==> config.mk <==
export PLATFORM = sky130hd
export DESIGN_NAME = mem_bus_top
export DESIGN_NICKNAME = d
export VERILOG_FILES = /design/src/mem_bus_pkg.sv /design/src/req_slot.sv /design/src/bus_arbiter.sv /design/src/mem_master.sv /design/src/mem_bus_top.sv
export VERILOG_INCLUDE_DIRS = /design/src /design/src/include
export SDC_FILE = /design/constraint.sdc
export NUM_CORES = 1
export LEC_CHECK = 0
export BUFFER_PORTS_ARGS = -buffer_cell sky130_fd_sc_hd__buf_2
export CORE_ASPECT_RATIO = 1.4
export CORE_MARGIN = 10
export CORE_UTILIZATION = 25
export DETAILED_ROUTE_END_ITERATION = 10
export GPL_ROUTABILITY_DRIVEN = 0
export PLACE_DENSITY = 0.47
export SYNTH_ARGS = -nofsm -noshare
export SYNTH_HDL_FRONTEND = slang
export SYNTH_SLANG_ARGS = --single-unit
==> constraint.sdc <==
create_clock -name clk -period 7.2 [get_ports clk]
set_input_delay 0.72 -clock clk [delete_from_list [all_inputs] [get_ports clk]]
set_output_delay 0.72 -clock clk [all_outputs]
set_load 0.02 [all_outputs]
==> src/include/mem_bus_params.svh <==
`ifndef MEM_BUS_PARAMS_SVH
`define MEM_BUS_PARAMS_SVH

// ********************
// bus widths
// ********************
`define MEM_ADDR_W 32
`define MEM_DATA_W 64
`define MEM_STRB_W 8
`define MEM_RESP_W 2

// ********************
// cacheable window
// ********************
// everything outside [base, limit) goes out as uncached
`define MEM_CACHE_BASE  32'h8000_0000
`define MEM_CACHE_LIMIT 32'h8800_0000

`endif

==> src/mem_bus_pkg.sv <==
`include "mem_bus_params.svh"

package mem_bus_pkg;

    // request opcode, fetch only ever reads
    typedef enum logic {
        OP_READ  = 1'b0,
        OP_WRITE = 1'b1
    } mem_op_e;

    // which port owns the outstanding transaction
    typedef enum logic [1:0] {
        ARB_IDLE  = 2'd0,
        ARB_FETCH = 2'd1,
        ARB_DATA  = 2'd2
    } arb_state_e;

    typedef struct packed {
        mem_op_e                 op;
        logic [`MEM_ADDR_W-1:0]  addr;
        logic [`MEM_DATA_W-1:0]  wdata;
        logic [`MEM_STRB_W-1:0]  wstrb;
    } bus_req_t;

    typedef struct packed {
        logic [`MEM_DATA_W-1:0]  rdata;
        logic [`MEM_RESP_W-1:0]  resp;
    } bus_resp_t;

    // request as seen on the memory port
    typedef struct packed {
        bus_req_t req;
        logic     uncached;
    } mem_req_t;

endpackage

==> src/req_slot.sv <==
`timescale 1ns/1ps

`include "mem_bus_params.svh"

module req_slot
    import mem_bus_pkg::*;
(
    input  logic     clk,
    input  logic     rst_n,

    // requester side
    input  logic     req_valid_i,
    input  bus_req_t req_i,
    output logic     req_ready_o,

    // arbiter side
    input  logic     take_i,
    output logic     full_o,
    output bus_req_t req_o
);

    logic     full_q;
    bus_req_t req_q;

    // one entry, so accept only when empty
    assign req_ready_o = ~full_q;
    assign full_o      = full_q;
    assign req_o       = req_q;

    always_ff @(posedge clk) begin
        if (rst_n) begin
            full_q <= 1'b0;
        end else if (req_valid_i && req_ready_o) begin
            full_q <= 1'b1;
        end else if (take_i) begin
            full_q <= 1'b0;
        end
    end

    // payload only
    always_ff @(posedge clk) begin
        if (req_valid_i && req_ready_o) begin
            req_q <= req_i;
        end
    end

endmodule

==> src/bus_arbiter.sv <==
`timescale 1ns/1ps

`include "mem_bus_params.svh"

module bus_arbiter
    import mem_bus_pkg::*;
(
    input  logic      clk,
    input  logic      rst_n,

    // request slots
    input  logic      fetch_full_i,
    input  logic      data_full_i,
    input  bus_req_t  fetch_req_i,
    input  bus_req_t  data_req_i,
    output logic      fetch_take_o,
    output logic      data_take_o,

    // toward the memory master
    output logic      issue_o,
    output bus_req_t  issue_req_o,

    // response from memory
    input  logic      mem_resp_valid_i,
    input  bus_resp_t mem_resp_i,
    output logic      fetch_resp_valid_o,
    output logic      data_resp_valid_o,
    output bus_resp_t resp_o
);

    arb_state_e state_q;
    arb_state_e state_d;

    // ********************
    // grant selection
    // ********************
    // data side wins, fetch waits while load/store traffic is pending
    always_comb begin
        state_d      = state_q;
        fetch_take_o = 1'b0;
        data_take_o  = 1'b0;
        issue_o      = 1'b0;
        issue_req_o  = data_full_i ? data_req_i : fetch_req_i;

        case (state_q)
            ARB_IDLE: begin
                if (data_full_i) begin
                    data_take_o = 1'b1;
                    issue_o     = 1'b1;
                    state_d     = ARB_DATA;
                end else if (fetch_full_i) begin
                    fetch_take_o = 1'b1;
                    issue_o      = 1'b1;
                    state_d      = ARB_FETCH;
                end
            end
            ARB_FETCH, ARB_DATA: begin
                // grant held until the one response comes back
                if (mem_resp_valid_i) begin
                    state_d = ARB_IDLE;
                end
            end
            default: begin
                state_d = ARB_IDLE;
            end
        endcase
    end

    always_ff @(posedge clk) begin
        if (rst_n) begin
            state_q <= ARB_IDLE;
        end else begin
            state_q <= state_d;
        end
    end

    // ********************
    // response routing
    // ********************
    // no extra cycle, steer by current grant
    assign fetch_resp_valid_o = mem_resp_valid_i && (state_q == ARB_FETCH);
    assign data_resp_valid_o  = mem_resp_valid_i && (state_q == ARB_DATA);
    assign resp_o             = mem_resp_i;

endmodule

==> src/mem_master.sv <==
`timescale 1ns/1ps

`include "mem_bus_params.svh"

module mem_master
    import mem_bus_pkg::*;
(
    input  logic     clk,
    input  logic     rst_n,

    // from the arbiter
    input  logic     issue_i,
    input  bus_req_t issue_req_i,

    // memory request port
    output logic     mem_req_valid_o,
    output mem_req_t mem_req_o,
    input  logic     mem_req_ready_i
);

    logic     valid_q;
    mem_req_t req_q;
    logic     in_window;
    logic     uncached;

    // ********************
    // uncache decode
    // ********************
    // cacheable only inside [base, limit)
    assign in_window = (issue_req_i.addr >= `MEM_CACHE_BASE) &&
                       (issue_req_i.addr <  `MEM_CACHE_LIMIT);
    assign uncached  = ~in_window;

    // ********************
    // output register
    // ********************
    always_ff @(posedge clk) begin
        if (rst_n) begin
            valid_q <= 1'b0;
        end else if (issue_i) begin
            valid_q <= 1'b1;
        end else if (mem_req_ready_i) begin
            // accepted by memory
            valid_q <= 1'b0;
        end
    end

    // fields stay put until the next issue,
    // which cannot come before the response
    always_ff @(posedge clk) begin
        if (issue_i) begin
            req_q.req      <= issue_req_i;
            req_q.uncached <= uncached;
        end
    end

    assign mem_req_valid_o = valid_q;
    assign mem_req_o       = req_q;

endmodule

==> src/mem_bus_top.sv <==
`timescale 1ns/1ps

`include "mem_bus_params.svh"

module mem_bus_top
    import mem_bus_pkg::*;
(
    input  logic                   clk,
    input  logic                   rst_n,

    // instruction fetch, read only
    input  logic                   fetch_req_valid_i,
    input  logic [`MEM_ADDR_W-1:0] fetch_addr_i,
    output logic                   fetch_req_ready_o,
    output logic                   fetch_resp_valid_o,
    output bus_resp_t              fetch_resp_o,

    // load/store unit
    input  logic                   data_req_valid_i,
    input  bus_req_t               data_req_i,
    output logic                   data_req_ready_o,
    output logic                   data_resp_valid_o,
    output bus_resp_t              data_resp_o,

    // memory port
    output logic                   mem_req_valid_o,
    output mem_req_t               mem_req_o,
    input  logic                   mem_req_ready_i,
    input  logic                   mem_resp_valid_i,
    input  bus_resp_t              mem_resp_i
);

    bus_req_t  fetch_req;
    bus_req_t  fetch_held;
    bus_req_t  data_held;
    bus_req_t  issue_req;
    bus_resp_t resp;
    logic      fetch_full;
    logic      data_full;
    logic      fetch_take;
    logic      data_take;
    logic      issue;

    // ********************
    // input side
    // ********************
    // fetch never writes
    assign fetch_req.op    = OP_READ;
    assign fetch_req.addr  = fetch_addr_i;
    assign fetch_req.wdata = '0;
    assign fetch_req.wstrb = '0;

    req_slot u_fetch_slot (
        .clk         (clk),
        .rst_n       (rst_n),
        .req_valid_i (fetch_req_valid_i),
        .req_i       (fetch_req),
        .req_ready_o (fetch_req_ready_o),
        .take_i      (fetch_take),
        .full_o      (fetch_full),
        .req_o       (fetch_held)
    );

    req_slot u_data_slot (
        .clk         (clk),
        .rst_n       (rst_n),
        .req_valid_i (data_req_valid_i),
        .req_i       (data_req_i),
        .req_ready_o (data_req_ready_o),
        .take_i      (data_take),
        .full_o      (data_full),
        .req_o       (data_held)
    );

    // ********************
    // arbitration
    // ********************
    bus_arbiter u_arbiter (
        .clk                (clk),
        .rst_n              (rst_n),
        .fetch_full_i       (fetch_full),
        .data_full_i        (data_full),
        .fetch_req_i        (fetch_held),
        .data_req_i         (data_held),
        .fetch_take_o       (fetch_take),
        .data_take_o        (data_take),
        .issue_o            (issue),
        .issue_req_o        (issue_req),
        .mem_resp_valid_i   (mem_resp_valid_i),
        .mem_resp_i         (mem_resp_i),
        .fetch_resp_valid_o (fetch_resp_valid_o),
        .data_resp_valid_o  (data_resp_valid_o),
        .resp_o             (resp)
    );

    // both ports see the same payload, valids tell them apart
    assign fetch_resp_o = resp;
    assign data_resp_o  = resp;

    // ********************
    // output side
    // ********************
    mem_master u_master (
        .clk             (clk),
        .rst_n           (rst_n),
        .issue_i         (issue),
        .issue_req_i     (issue_req),
        .mem_req_valid_o (mem_req_valid_o),
        .mem_req_o       (mem_req_o),
        .mem_req_ready_i (mem_req_ready_i)
    );

endmodule

==> results of run 1 <==
-- final timing paths --
kind / cells past startpoint / to
max reg2reg: 2 / u_master.mem_req_o[66]$_SDFFCE_PN0P_
max: 2 / u_master.mem_req_o[66]$_SDFFCE_PN0P_
min: 1 / u_data_slot.req_o[5]$_DFFE_PP_
min reg2reg: 2 / u_master.mem_req_valid_o$_SDFFE_PP0P_
-- per-stage QoR --
| stage | cell area, um^2 | worst slack [ps] | util (%) |
|---|---|---|---|
| 2_1_floorplan | 9470 | 1220 | - |
| 3_3_place_gp | 10300 | 4420 | 27.5 |
| 3_5_place_dp | 10300 | 4390 | 27.5 |
| 4_1_cts | 11200 | 4390 | 29.8 |
| 5_1_grt | 11200 | 4260 | 29.8 |
| 6_report | 11200 | 4510 | 29.8 |
-- registers in the layout (all words and copies together), names as in the netlist --
register and flops:
u_arbiter.state_q 2, u_data_slot.full_o 1, u_data_slot.req_o 105, u_fetch_slot.full_o 1, u_fetch_slot.req_o 32, u_master.mem_req_o 106
u_master.mem_req_valid_o 1
-- cell usage after synthesis --
| cell | number | share of area (%) |
|---|---|---|
| nor2b_1 | 2 | 0.13 |
| o21ba_2 | 1 | 0.11 |
| nand2b_1 | 2 | 0.13 |
| a21oi_1 | 3 | 0.16 |
| dfxtp_1 | 5 | 1.1 |
| a21o_1 | 1 | 0.079 |
| buf_6 | 1 | 0.12 |
| a211oi_1 | 1 | 0.079 |
| inv_1 | 4 | 0.16 |
| and2_1 | 75 | 5.0 |
| buf_2 | 1 | 0.053 |
| nand2_1 | 1 | 0.040 |
| nor2_1 | 4 | 0.16 |
| nand4bb_1 | 1 | 0.12 |
| nand3_1 | 1 | 0.053 |
| clkinv_4 | 1 | 0.092 |
| buf_4 | 135 | 11 |
| edfxtp_1 | 243 | 77 |
| o21a_1 | 1 | 0.079 |
| mux2_4 | 1 | 0.16 |
| clkbuf_2 | 7 | 0.37 |
| ha_1 | 3 | 0.40 |
| mux2_2 | 31 | 3.7 |
| a311oi_1 | 1 | 0.092 |
-- power groups by stage --
stage / logic [mW] / clock network (mW) / registers, mW
after floorplan: 0.211 / 0 / 1.93
after global placement: 0.368 / 0 / 1.83
after detailed placement: 0.371 / 0 / 1.83
after CTS: 0.371 / 1.37 / 1.80
after global routing: 0.388 / 1.43 / 1.81
final: 0.356 / 1.31 / 1.80
-- final cells by class --
cell class	count	area, um^2	area share (%)
diodes	1	2.50	0.0224
clock buffers	30	687	6.15
clock inverters	17	155	1.39
inverters	5	23.8	0.213
multi-input cells	129	1010	9.04
flip-flops and latches	248	7400	66.3
well taps	473	592	5.30
repair buffers	257	1300	11.6
-- layer usage --
metal | track usage [%] | vias up
met5 | 0 | -
met4 | 4.83 | 0
met3 | 3.32 | 49
met2 | 15.6 | 240
met1 | 8.69 | 2109
li1 | - | 2030
-- logic make-up after synthesis --
family          count (synthesis)  synth area share (%)
simple gates                   86                  5.59
buf+inv                       149                  11.5
flops                         248                  78.1
compound gates                  8                 0.594
fa+ha+maj                       3                 0.396
mux                            32                  3.84
-- cell usage in the layout (no fill, tap or decap) --
cell / instances
clkinvlp_4: 4
inv_6: 2
diode_2: 1
edfxtp_1: 243
o21a_4: 1
clkbuf_16: 27
buf_2: 253
bufinv_16: 2
a21oi_1: 3
nand2_1: 1
nor2b_4: 2
and2_1: 75
a211oi_1: 1
nand3_1: 1
nor2_1: 4
a21o_1: 1
mux2_2: 31
clkinv_2: 3
dfxtp_1: 4
buf_4: 4
nand4bb_1: 1
mux2_4: 1
clkinv_1: 4
inv_1: 4
nand2b_1: 2
a311oi_1: 1
dfxtp_4: 1
ha_1: 3
o21ba_2: 1
clkinv_4: 3
clkbuf_1: 3
-- critical path, stage by stage (launching register included) --
cell     delay [ps]
dfxtp_4         740
o21a_4          560
buf_4           790
==> flow_summary.yaml, run 1 <==
run_status:
  status: "finished clean"
timing:
  rsz0062_at_grt: "false"
  fin_skew_ps: 10.6
  timing.hold.ws_ps: 362
  slew_viol_final: 0
  finalCritPeriodShare_pct: 37.4
  fmax_mhz: 372
  setup_viol: 0
  fin_tns_setup_ps: 0
  hold_viol: 0
  max-slew-margin-rel_pct: 27.6
  min_period_ps: 2690
  worstMarginPinSlew_ps: 1080
clock_network:
  clk_pin_slew_ps: 60
  clock_path_buffers: 3
  insertion_delay_ps: 530
  root_buffer: "clkbuf_16"
  post_cts_resize_count: 0
  cts_setup_buffers: 0
  ctsHtreeMaxLevel: 1
  cts.sinks: 248
  cts_buffers: 26
  ctsHoldBuffers: 0
  cts_tree: "done"
power_and_ir_drop:
  p_comb_share_pct: 10.3
  p_per_area_nw_per_um2: 311
  p_int_mw: 2.63
  ir_drop_uv: 140
  swShare_pct: 24.2
  p_sw_mw: 0.840
  p_seq_share_pct: 51.9
  clockPowerShare_pct: 37.9
  p_total_mw: 3.47
  p_leak_nw: 4.26
routing:
  via_per_inst: 3.82
  wl_met3_um: 2170
  drt_wl_total_um: 21200
  ant_nets: 0
  num_vias: 4428
  topRoutingLayerUsed: "met4"
  wl_per_cell_um: 18.3
  drc: 0
  wl_met2_um: 10900
  drt-met1-wl_um: 7220
  drtPass1Iterations: 4
  drt_iter0_drc: 251
worst_setup_path:
  r2r_slack_ps: 4510
  critPathMaxFanout: 70
  arrival_ps: 2830
  critical_path_class: "reg -> reg"
  end_kind: "flop"
  cp.required_ps: 7340
  crit_start: "u_data_slot.full_o$_SDFFE_PP0P_"
  r2r-start: "u_data_slot.full_o$_SDFFE_PP0P_"
  cp-start-kind: "flop"
final_layout:
  stdcell_count: 1160
  fill_cells: 3696
  final_layout_size_suffix_gt1_share_pct: 48.8
  final_nets: 879
  areaGrowthSynthToFinish_pct: 17.9
synthesis:
  yosys_warnings: 0
  synth_area_per_cell_um2: 18.0
  ys_seq_elements: 248
  synth_area_um2: 9470
  seq_area_frac_synth_pct: 78.1
  ys_types: 24
  synthCells: 526
  synth_nets: 738
floorplanning:
  initial_core_util_pct: 25.2
  core_area_um2: 37500
  fp.dieW_um: 185
  die_h_um: 250
  ioPinCount: 452
  fp-row-count: 84
  die-area_um2: 46200
run:
  max_cap_violations: 0
place:
  place_inst: 1112
  dpl.hpwl_um: 15000
  port_buffers: 253
global_route:
  overflow: 0
  grt_pass1_vias: 4948
  grt.total_usage_pct: 8.82
  grt_antenna_before_repair: 1
  grt_max_degree: 71
  grt_pass1_wl_um: 30800
hold_path:
  min_from: "data_req_i[5]"
  min_path_type: "in -> reg"
(Power assumes the default switching activity.)
==> inputs of run 2 (changes only) <==
--- a/config.mk
+++ b/config.mk
@@ -12,7 +12,7 @@
 export CORE_UTILIZATION = 25
 export DETAILED_ROUTE_END_ITERATION = 10
 export GPL_ROUTABILITY_DRIVEN = 0
-export PLACE_DENSITY = 0.47
+export PLACE_DENSITY = 0.49
 export SYNTH_ARGS = -nofsm -noshare
 export SYNTH_HDL_FRONTEND = slang
 export SYNTH_SLANG_ARGS = --single-unit
==> constraint.sdc (replaced) <==
create_clock -name clk -period 2.3 [get_ports clk]
set_input_delay 0.23 -clock clk [delete_from_list [all_inputs] [get_ports clk]]
set_output_delay 0.23 -clock clk [all_outputs]
set_load 0.02 [all_outputs]
==> run 2 against run 1 <==
  * Clock skew shrank 0.97 ps
  * Die area is the same
  * Global-route usage grew 1.2 points
  * Worst hold slack lost 230 ps
  * Total power grew to 3.3 times the previous value
  * Largest cell class unchanged
==> flow_summary.yaml, run 2 (synthesized netlist as in run 1, its figures left out) <==
timing:
  fin_skew_ps: 9.66
  hold_viol: 0
  finalCritPeriodShare_pct: 87.9
  setup_viol: 0
  fmax_mhz: 494
  slew_viol_final: 0
  timing.hold.ws_ps: 131
  rsz0062_at_grt: "false"
  max-slew-margin-rel_pct: 65.3
  worstMarginPinSlew_ps: 521
  min_period_ps: 2020
global_route:
  overflow: 0
  grtUsageMet2_pct: 17.8
  grt_pass1_vias: 5859
  grt_antenna_before_repair: 9
  met1_usage_pct: 9.52
  globalRouteMet3Util_pct: 3.94
  top_usage_layer: "met2"
  grt_pass1_wl_um: 35000
  grt.total_usage_pct: 10.0
  grt_max_degree: 59
clock_network:
  cts_tree: "done"
  ctsHtreeMaxLevel: 1
  cts_buffers: 26
  clk_pin_slew_ps: 60
  cts_setup_buffers: 0
  insertion_delay_ps: 530
  root_buffer: "clkbuf_16"
  cts.sinks: 248
  clock_path_buffers: 3
worst_setup_path:
  r2r-start: "u_data_slot.full_o$_SDFFE_PP0P_"
  end_kind: "output port"
  crit_family: "flip-flops"
  critical_path_class: "reg -> out"
  arrival_ps: 1790
  cp_cell_sequence: "buf_4 > clkinv_4 > buf_2"
  critPathMaxFanout: 33
  cp-start-kind: "flop"
  cp.required_ps: 2070
  path_buf_inv: 3
  slowest_delay_ps: 670
  slowest_stage: "dfxtp_4"
  crit_start: "u_data_slot.full_o$_SDFFE_PP0P_"
routing:
  drt_iter0_drc: 154
  via_per_inst: 3.81
  num_vias: 4947
  drc: 0
  drt_wl_total_um: 23100
  ant_nets: 0
  wl_per_cell_um: 17.8
  drtPass1Iterations: 4
final_layout:
  final_common_cell: "buf_2"
  fill_cells: 3545
  final_nets: 1023
  largest_register_ffs: 106
  final_cell_mix: "buf_2 (253), edfxtp_1 (243), dlygate4sd3_1 (140), and2_1 (75), mux2_2 (31)"
  final_layout_size_suffix_gt1_share_pct: 40.7
  seq_area_um2: 7400
  multiInputGateArea_um2: 1010
  areaGrowthSynthToFinish_pct: 33.8
run_status:
  status: "finished clean"
place:
  dpl.hpwl_um: 15900
  port_buffers: 253
floorplanning:
  ioPinCount: 452
  initial_core_util_pct: 25.2
  die_h_um: 250
  fp.dieW_um: 185
  die-area_um2: 46200
  fp-row-count: 84
  core_area_um2: 37500
run:
  max_cap_violations: 0
hold_path:
  min_path_type: "in -> reg"
  min_from: "mem_resp_valid_i"
power_and_ir_drop:
  p_leak_nw: 4.90
  p_total_mw: 11.3
  p_per_area_nw_per_um2: 890
  ir_drop_uv: 679
-- run 2: changes by cell type in the layout (fill, tap and decap cells not counted) --
cell,previous run,this run
diode_2,1,2
clkbuf_8,0,2
dlygate4sd3_1,0,140
buf_12,0,4
inv_6,2,0
clkinv_2,3,2
clkinv_4,3,1
clkbuf_1,3,5
clkinv_1,4,0
bufinv_16,2,4
clkinvlp_4,4,2
-- run 2: area by class of cell --
class | count | share of cell area [%]
clock inverter | 8 | 1.14
antenna | 2 | 0.0395
clock buffer | 34 | 5.70
timing repair buffer | 401 | 21.9
multi-input combinational | 129 | 7.97
sequential | 248 | 58.4
tap | 473 | 4.67
inverter | 5 | 0.188
-- run 2: repair_timing --
item,in CTS,in global routing
hold buffers,140,0
setup endpoints to repair,0,0
endpoints found under the hold margin,141,0
resized for setup,0,0
-- run 2: final timing paths --
kind | end | slack [ps] | depth (start not counted)
max | data_req_ready_o | 280 | 3
min | u_arbiter.state_q[0]$_SDFFE_PP0P_ | 130 | 3
max reg2reg | u_master.mem_req_valid_o$_SDFFE_PP0P_ | 370 | 5
min reg2reg | u_master.mem_req_o[19]$_SDFFCE_PN0P_ | 520 | 1
-- run 2: metrics by stage --
| step | utilization, % | setup slack, ps | cell area, um^2 | setup TNS [ps] | std cells |
|---|---|---|---|---|---|
| floorplan | - | -115 | 9490 | -12110 | 526 |
| global placement | 27.7 | 666 | 10400 | 0 | 1116 |
| detailed placement | 27.7 | 608 | 10400 | 0 | 1116 |
| CTS | 33.8 | 163 | 12700 | 0 | 1298 |
| global route | 33.8 | 126 | 12700 | 0 | 1299 |
| finish | 33.8 | 277 | 12700 | 0 | 1300 |
-- run 2: power by group --
part	switching (mW)	total (mW)	internal [mW]
logic	0.800	1.35	0.547
registers	0.147	5.64	5.49
clock network	1.66	4.29	2.63
total	2.61	11.3	8.67
-- run 2: tightest hold or removal path, cell delays in order --
cell	delay, ps
buf_2	120
nand2b_1	170
a211oi_1	90
-- run 2: layer usage --
metal  up-vias  part of all wire, %
met4        14                  4.6
met5         -                 0.35
li1       2318                    -
met2       206                   52
met3        89                  9.1
met1      2320                   33
==> inputs of run 3 (changes only) <==
--- a/config.mk
+++ b/config.mk
@@ -12,7 +12,9 @@
 export CORE_UTILIZATION = 25
 export DETAILED_ROUTE_END_ITERATION = 10
 export GPL_ROUTABILITY_DRIVEN = 0
-export PLACE_DENSITY = 0.49
+export MAX_ROUTING_LAYER = met4
+export PLACE_DENSITY = 0.47
 export SYNTH_ARGS = -nofsm -noshare
 export SYNTH_HDL_FRONTEND = slang
+export SYNTH_HIERARCHICAL = 1
 export SYNTH_SLANG_ARGS = --single-unit
==> constraint.sdc (replaced) <==
create_clock -name clk -period 1.75 [get_ports clk]
set_input_delay 0.175 -clock clk [delete_from_list [all_inputs] [get_ports clk]]
set_output_delay 0.175 -clock clk [all_outputs]
set_load 0.02 [all_outputs]
==> run 3 against run 2 <==
  * Register-to-register slack worse by 140 ps
  * Final area increased by 28%
  * Critical path depth up 1
  * Count of clock-buffer cells in the layout rose by 10
  * Sequential share of layout area increased by 0.85 points
  * Cell count rose by 26%
  * Area after synthesis grew 28%
  * Clock skew grew 2.9 ps
  * Core utilization shrank 0.052 points
  * Routed wire length increased by 26%
  * Global-route usage rose by 0.18 points
  * Critical path type unchanged
  * Highest routed layer is now met4
==> flow_summary.yaml, run 3 <==
floorplanning:
  die-area_um2: 57800
  die_h_um: 281
  fp.dieW_um: 206
  initial_core_util_pct: 25.3
  ioPinCount: 452
  fp-row-count: 95
  core_area_um2: 48000
clock_network:
  ctsHtreeMaxLevel: 2
  clk_pin_slew_ps: 60
  clock_path_buffers: 3
  cts.sinks: 321
  cts_tree: "done"
  insertion_delay_ps: 530
  post_cts_resize_count: 0
  root_buffer: "clkbuf_16"
  cts_buffers: 36
timing:
  finalCritPeriodShare_pct: 94.7
  timing.hold.ws_ps: 57.4
  hold_viol: 0
  setup_viol: 0
  rsz0062_at_grt: "false"
  min_period_ps: 1660
  fin_skew_ps: 12.6
  fmax_mhz: 604
  slew_viol_final: 0
  setup_slack_ps: 93.5
worst_setup_path:
  end_kind: "output port"
  critical_path_class: "reg -> out"
  critPathMaxFanout: 3
  cp.required_ps: 1570
  cp-start-kind: "flop"
  arrival_ps: 1480
final_layout:
  stdcell_count: 1638
  fill_cells: 4655
  final_layout_size_suffix_gt1_share_pct: 42.9
  design_area_um2: 16200
  largest_register_ffs: 106
  final_cell_mix: "edfxtp_1 (316), buf_2 (253), dlygate4sd3_1 (141), mux2_2 (86), conb_1 (73)"
  final_common_cell: "edfxtp_1"
  multiInputGateArea_um2: 1720
  seq_area_um2: 9590
  areaGrowthSynthToFinish_pct: 33.6
  final_nets: 1192
place:
  place_inst: 1431
  dpl.hpwl_um: 19800
  post-place-ws_ps: 226
  port_buffers: 253
  dpl_cell_area_um2: 13700
power_and_ir_drop:
  p_leak_nw: 6.13
  ir_drop_uv: 883
  p_total_mw: 19.0
  p_per_area_nw_per_um2: 1170
routing:
  drt_iter0_drc: 260
  ant_nets: 0
  wl_per_cell_um: 17.8
  drt_wl_total_um: 29200
  drc: 0
  num_vias: 6103
  drtPass1Iterations: 4
  via_per_inst: 3.73
synthesis:
  ys_top_cells_by_area: "edfxtp_1 (78%), buf_4 (8.2%), mux2_2 (8.0%), mux2_4 (2.4%), dfxtp_1 (0.83%)"
  ys_types: 22
  synth_top_area_cell: "edfxtp_1"
  yosys-top-cells-count: "edfxtp_1 (316), buf_4 (132), mux2_2 (86), mux2_4 (19), buf_2 (8)"
  yosys_warnings: 6
  synthCells: 603
  async_flop_share_pct: 0
  synth_area_um2: 12100
  synth_area_per_cell_um2: 20.1
  synth.top_cell.area_share_pct: 78.2
  synth-edff-count: 316
  ys_seq_elements: 321
  synth_most_common_cell: "edfxtp_1"
  synthFlopType: "edfxtp_1"
  seq_area_frac_synth_pct: 79.1
global_route:
  grt_pass1_vias: 6933
  grt.total_usage_pct: 10.2
  overflow: 0
  grt_max_degree: 62
  grt_antenna_before_repair: 1
  grt_pass1_wl_um: 42800
hold_path:
  min_path_type: "in -> reg"
run_status:
  status: "finished clean"
run:
  max_cap_violations: 0
==> run 3: cell count changes after synthesis, moves of 3 or more <==
cell	delta
buf_6	+3
buf_2	+7
mux2_2	+55
mux2_4	+18
buf_4	-3
and2_1	-72
edfxtp_1	+73
clkbuf_2	-7
==> run 3: final timing paths <==
path | from | endpoint | slack (ps) | cells past startpoint
worst max-delay path | u_arbiter/state_q[0]$_SDFFE_PP0P_ | data_resp_valid_o | 90 | 4
worst min-delay path | mem_resp_valid_i | u_arbiter/state_q[0]$_SDFFE_PP0P_ | 60 | 3
worst max register to register | u_arbiter/state_q[1]$_SDFFE_PP0P_ | u_master/mem_req_o[20]$_DFFE_PP_ | 230 | 4
worst min register to register | u_master/mem_req_valid_o$_SDFFE_PP0P_ | u_master/mem_req_valid_o$_SDFFE_PP0P_ | 500 | 2
==> run 3: area by class of cell <==
cell class	instances	share of cell area (%)
clock buffers	44	5.88
clock inverters	21	1.08
multi-input cells	204	10.6
diodes	1	0.0154
well taps	630	4.87
flip-flops and latches	321	59.2
inverters	6	0.139
repair buffers	411	18.2
==> run 3: kinds of logic after synthesis <==
group	share of synthesized area, %
other	0.0309
buffers and inverters	9.06
AND/OR/NAND/NOR	0.732
multiplexers	10.3
AO/OA/AOI/OAI	0.464
flip-flops	79.1
adder cells (fa/ha/maj)	0.310
==> run 3: timing repair <==
item / CTS / global route
buffers inserted: 0 / 0
endpoints found under the hold margin: 142 / 0
hold buffers: 141 / 0
==> run 3: metal layers <==
layer / wire length, um / GRT usage, % / vias up
li1: - / - / 2817
met1: 10600 / 10.6 / 2927
met2: 14700 / 16.6 / 236
met3: 2150 / 2.96 / 123
met4: 1740 / 6.60 / 0
met5: 0 / - / -
==> run 3: metrics by stage <==
stage	TNS, ps	util (%)
CTS	0	33.7
global placement	0	28.4
global route	0	33.7
floorplan	-24950	-
detailed placement	0	28.4
finish	0	33.7
==> run 3: where the power goes <==
group / switching (mW) / total (mW) / internal [mW]
clock: 3.04 / 7.24 / 4.20
combinational: 1.29 / 2.24 / 0.948
sequential: 0.227 / 9.55 / 9.32
==> run 3: worst max-delay path, stage by stage (launching register included) <==
cell and delay (ps):
dfxtp_1 350, inv_1 80, ha_1 220, and2_1 160, buf_2 150
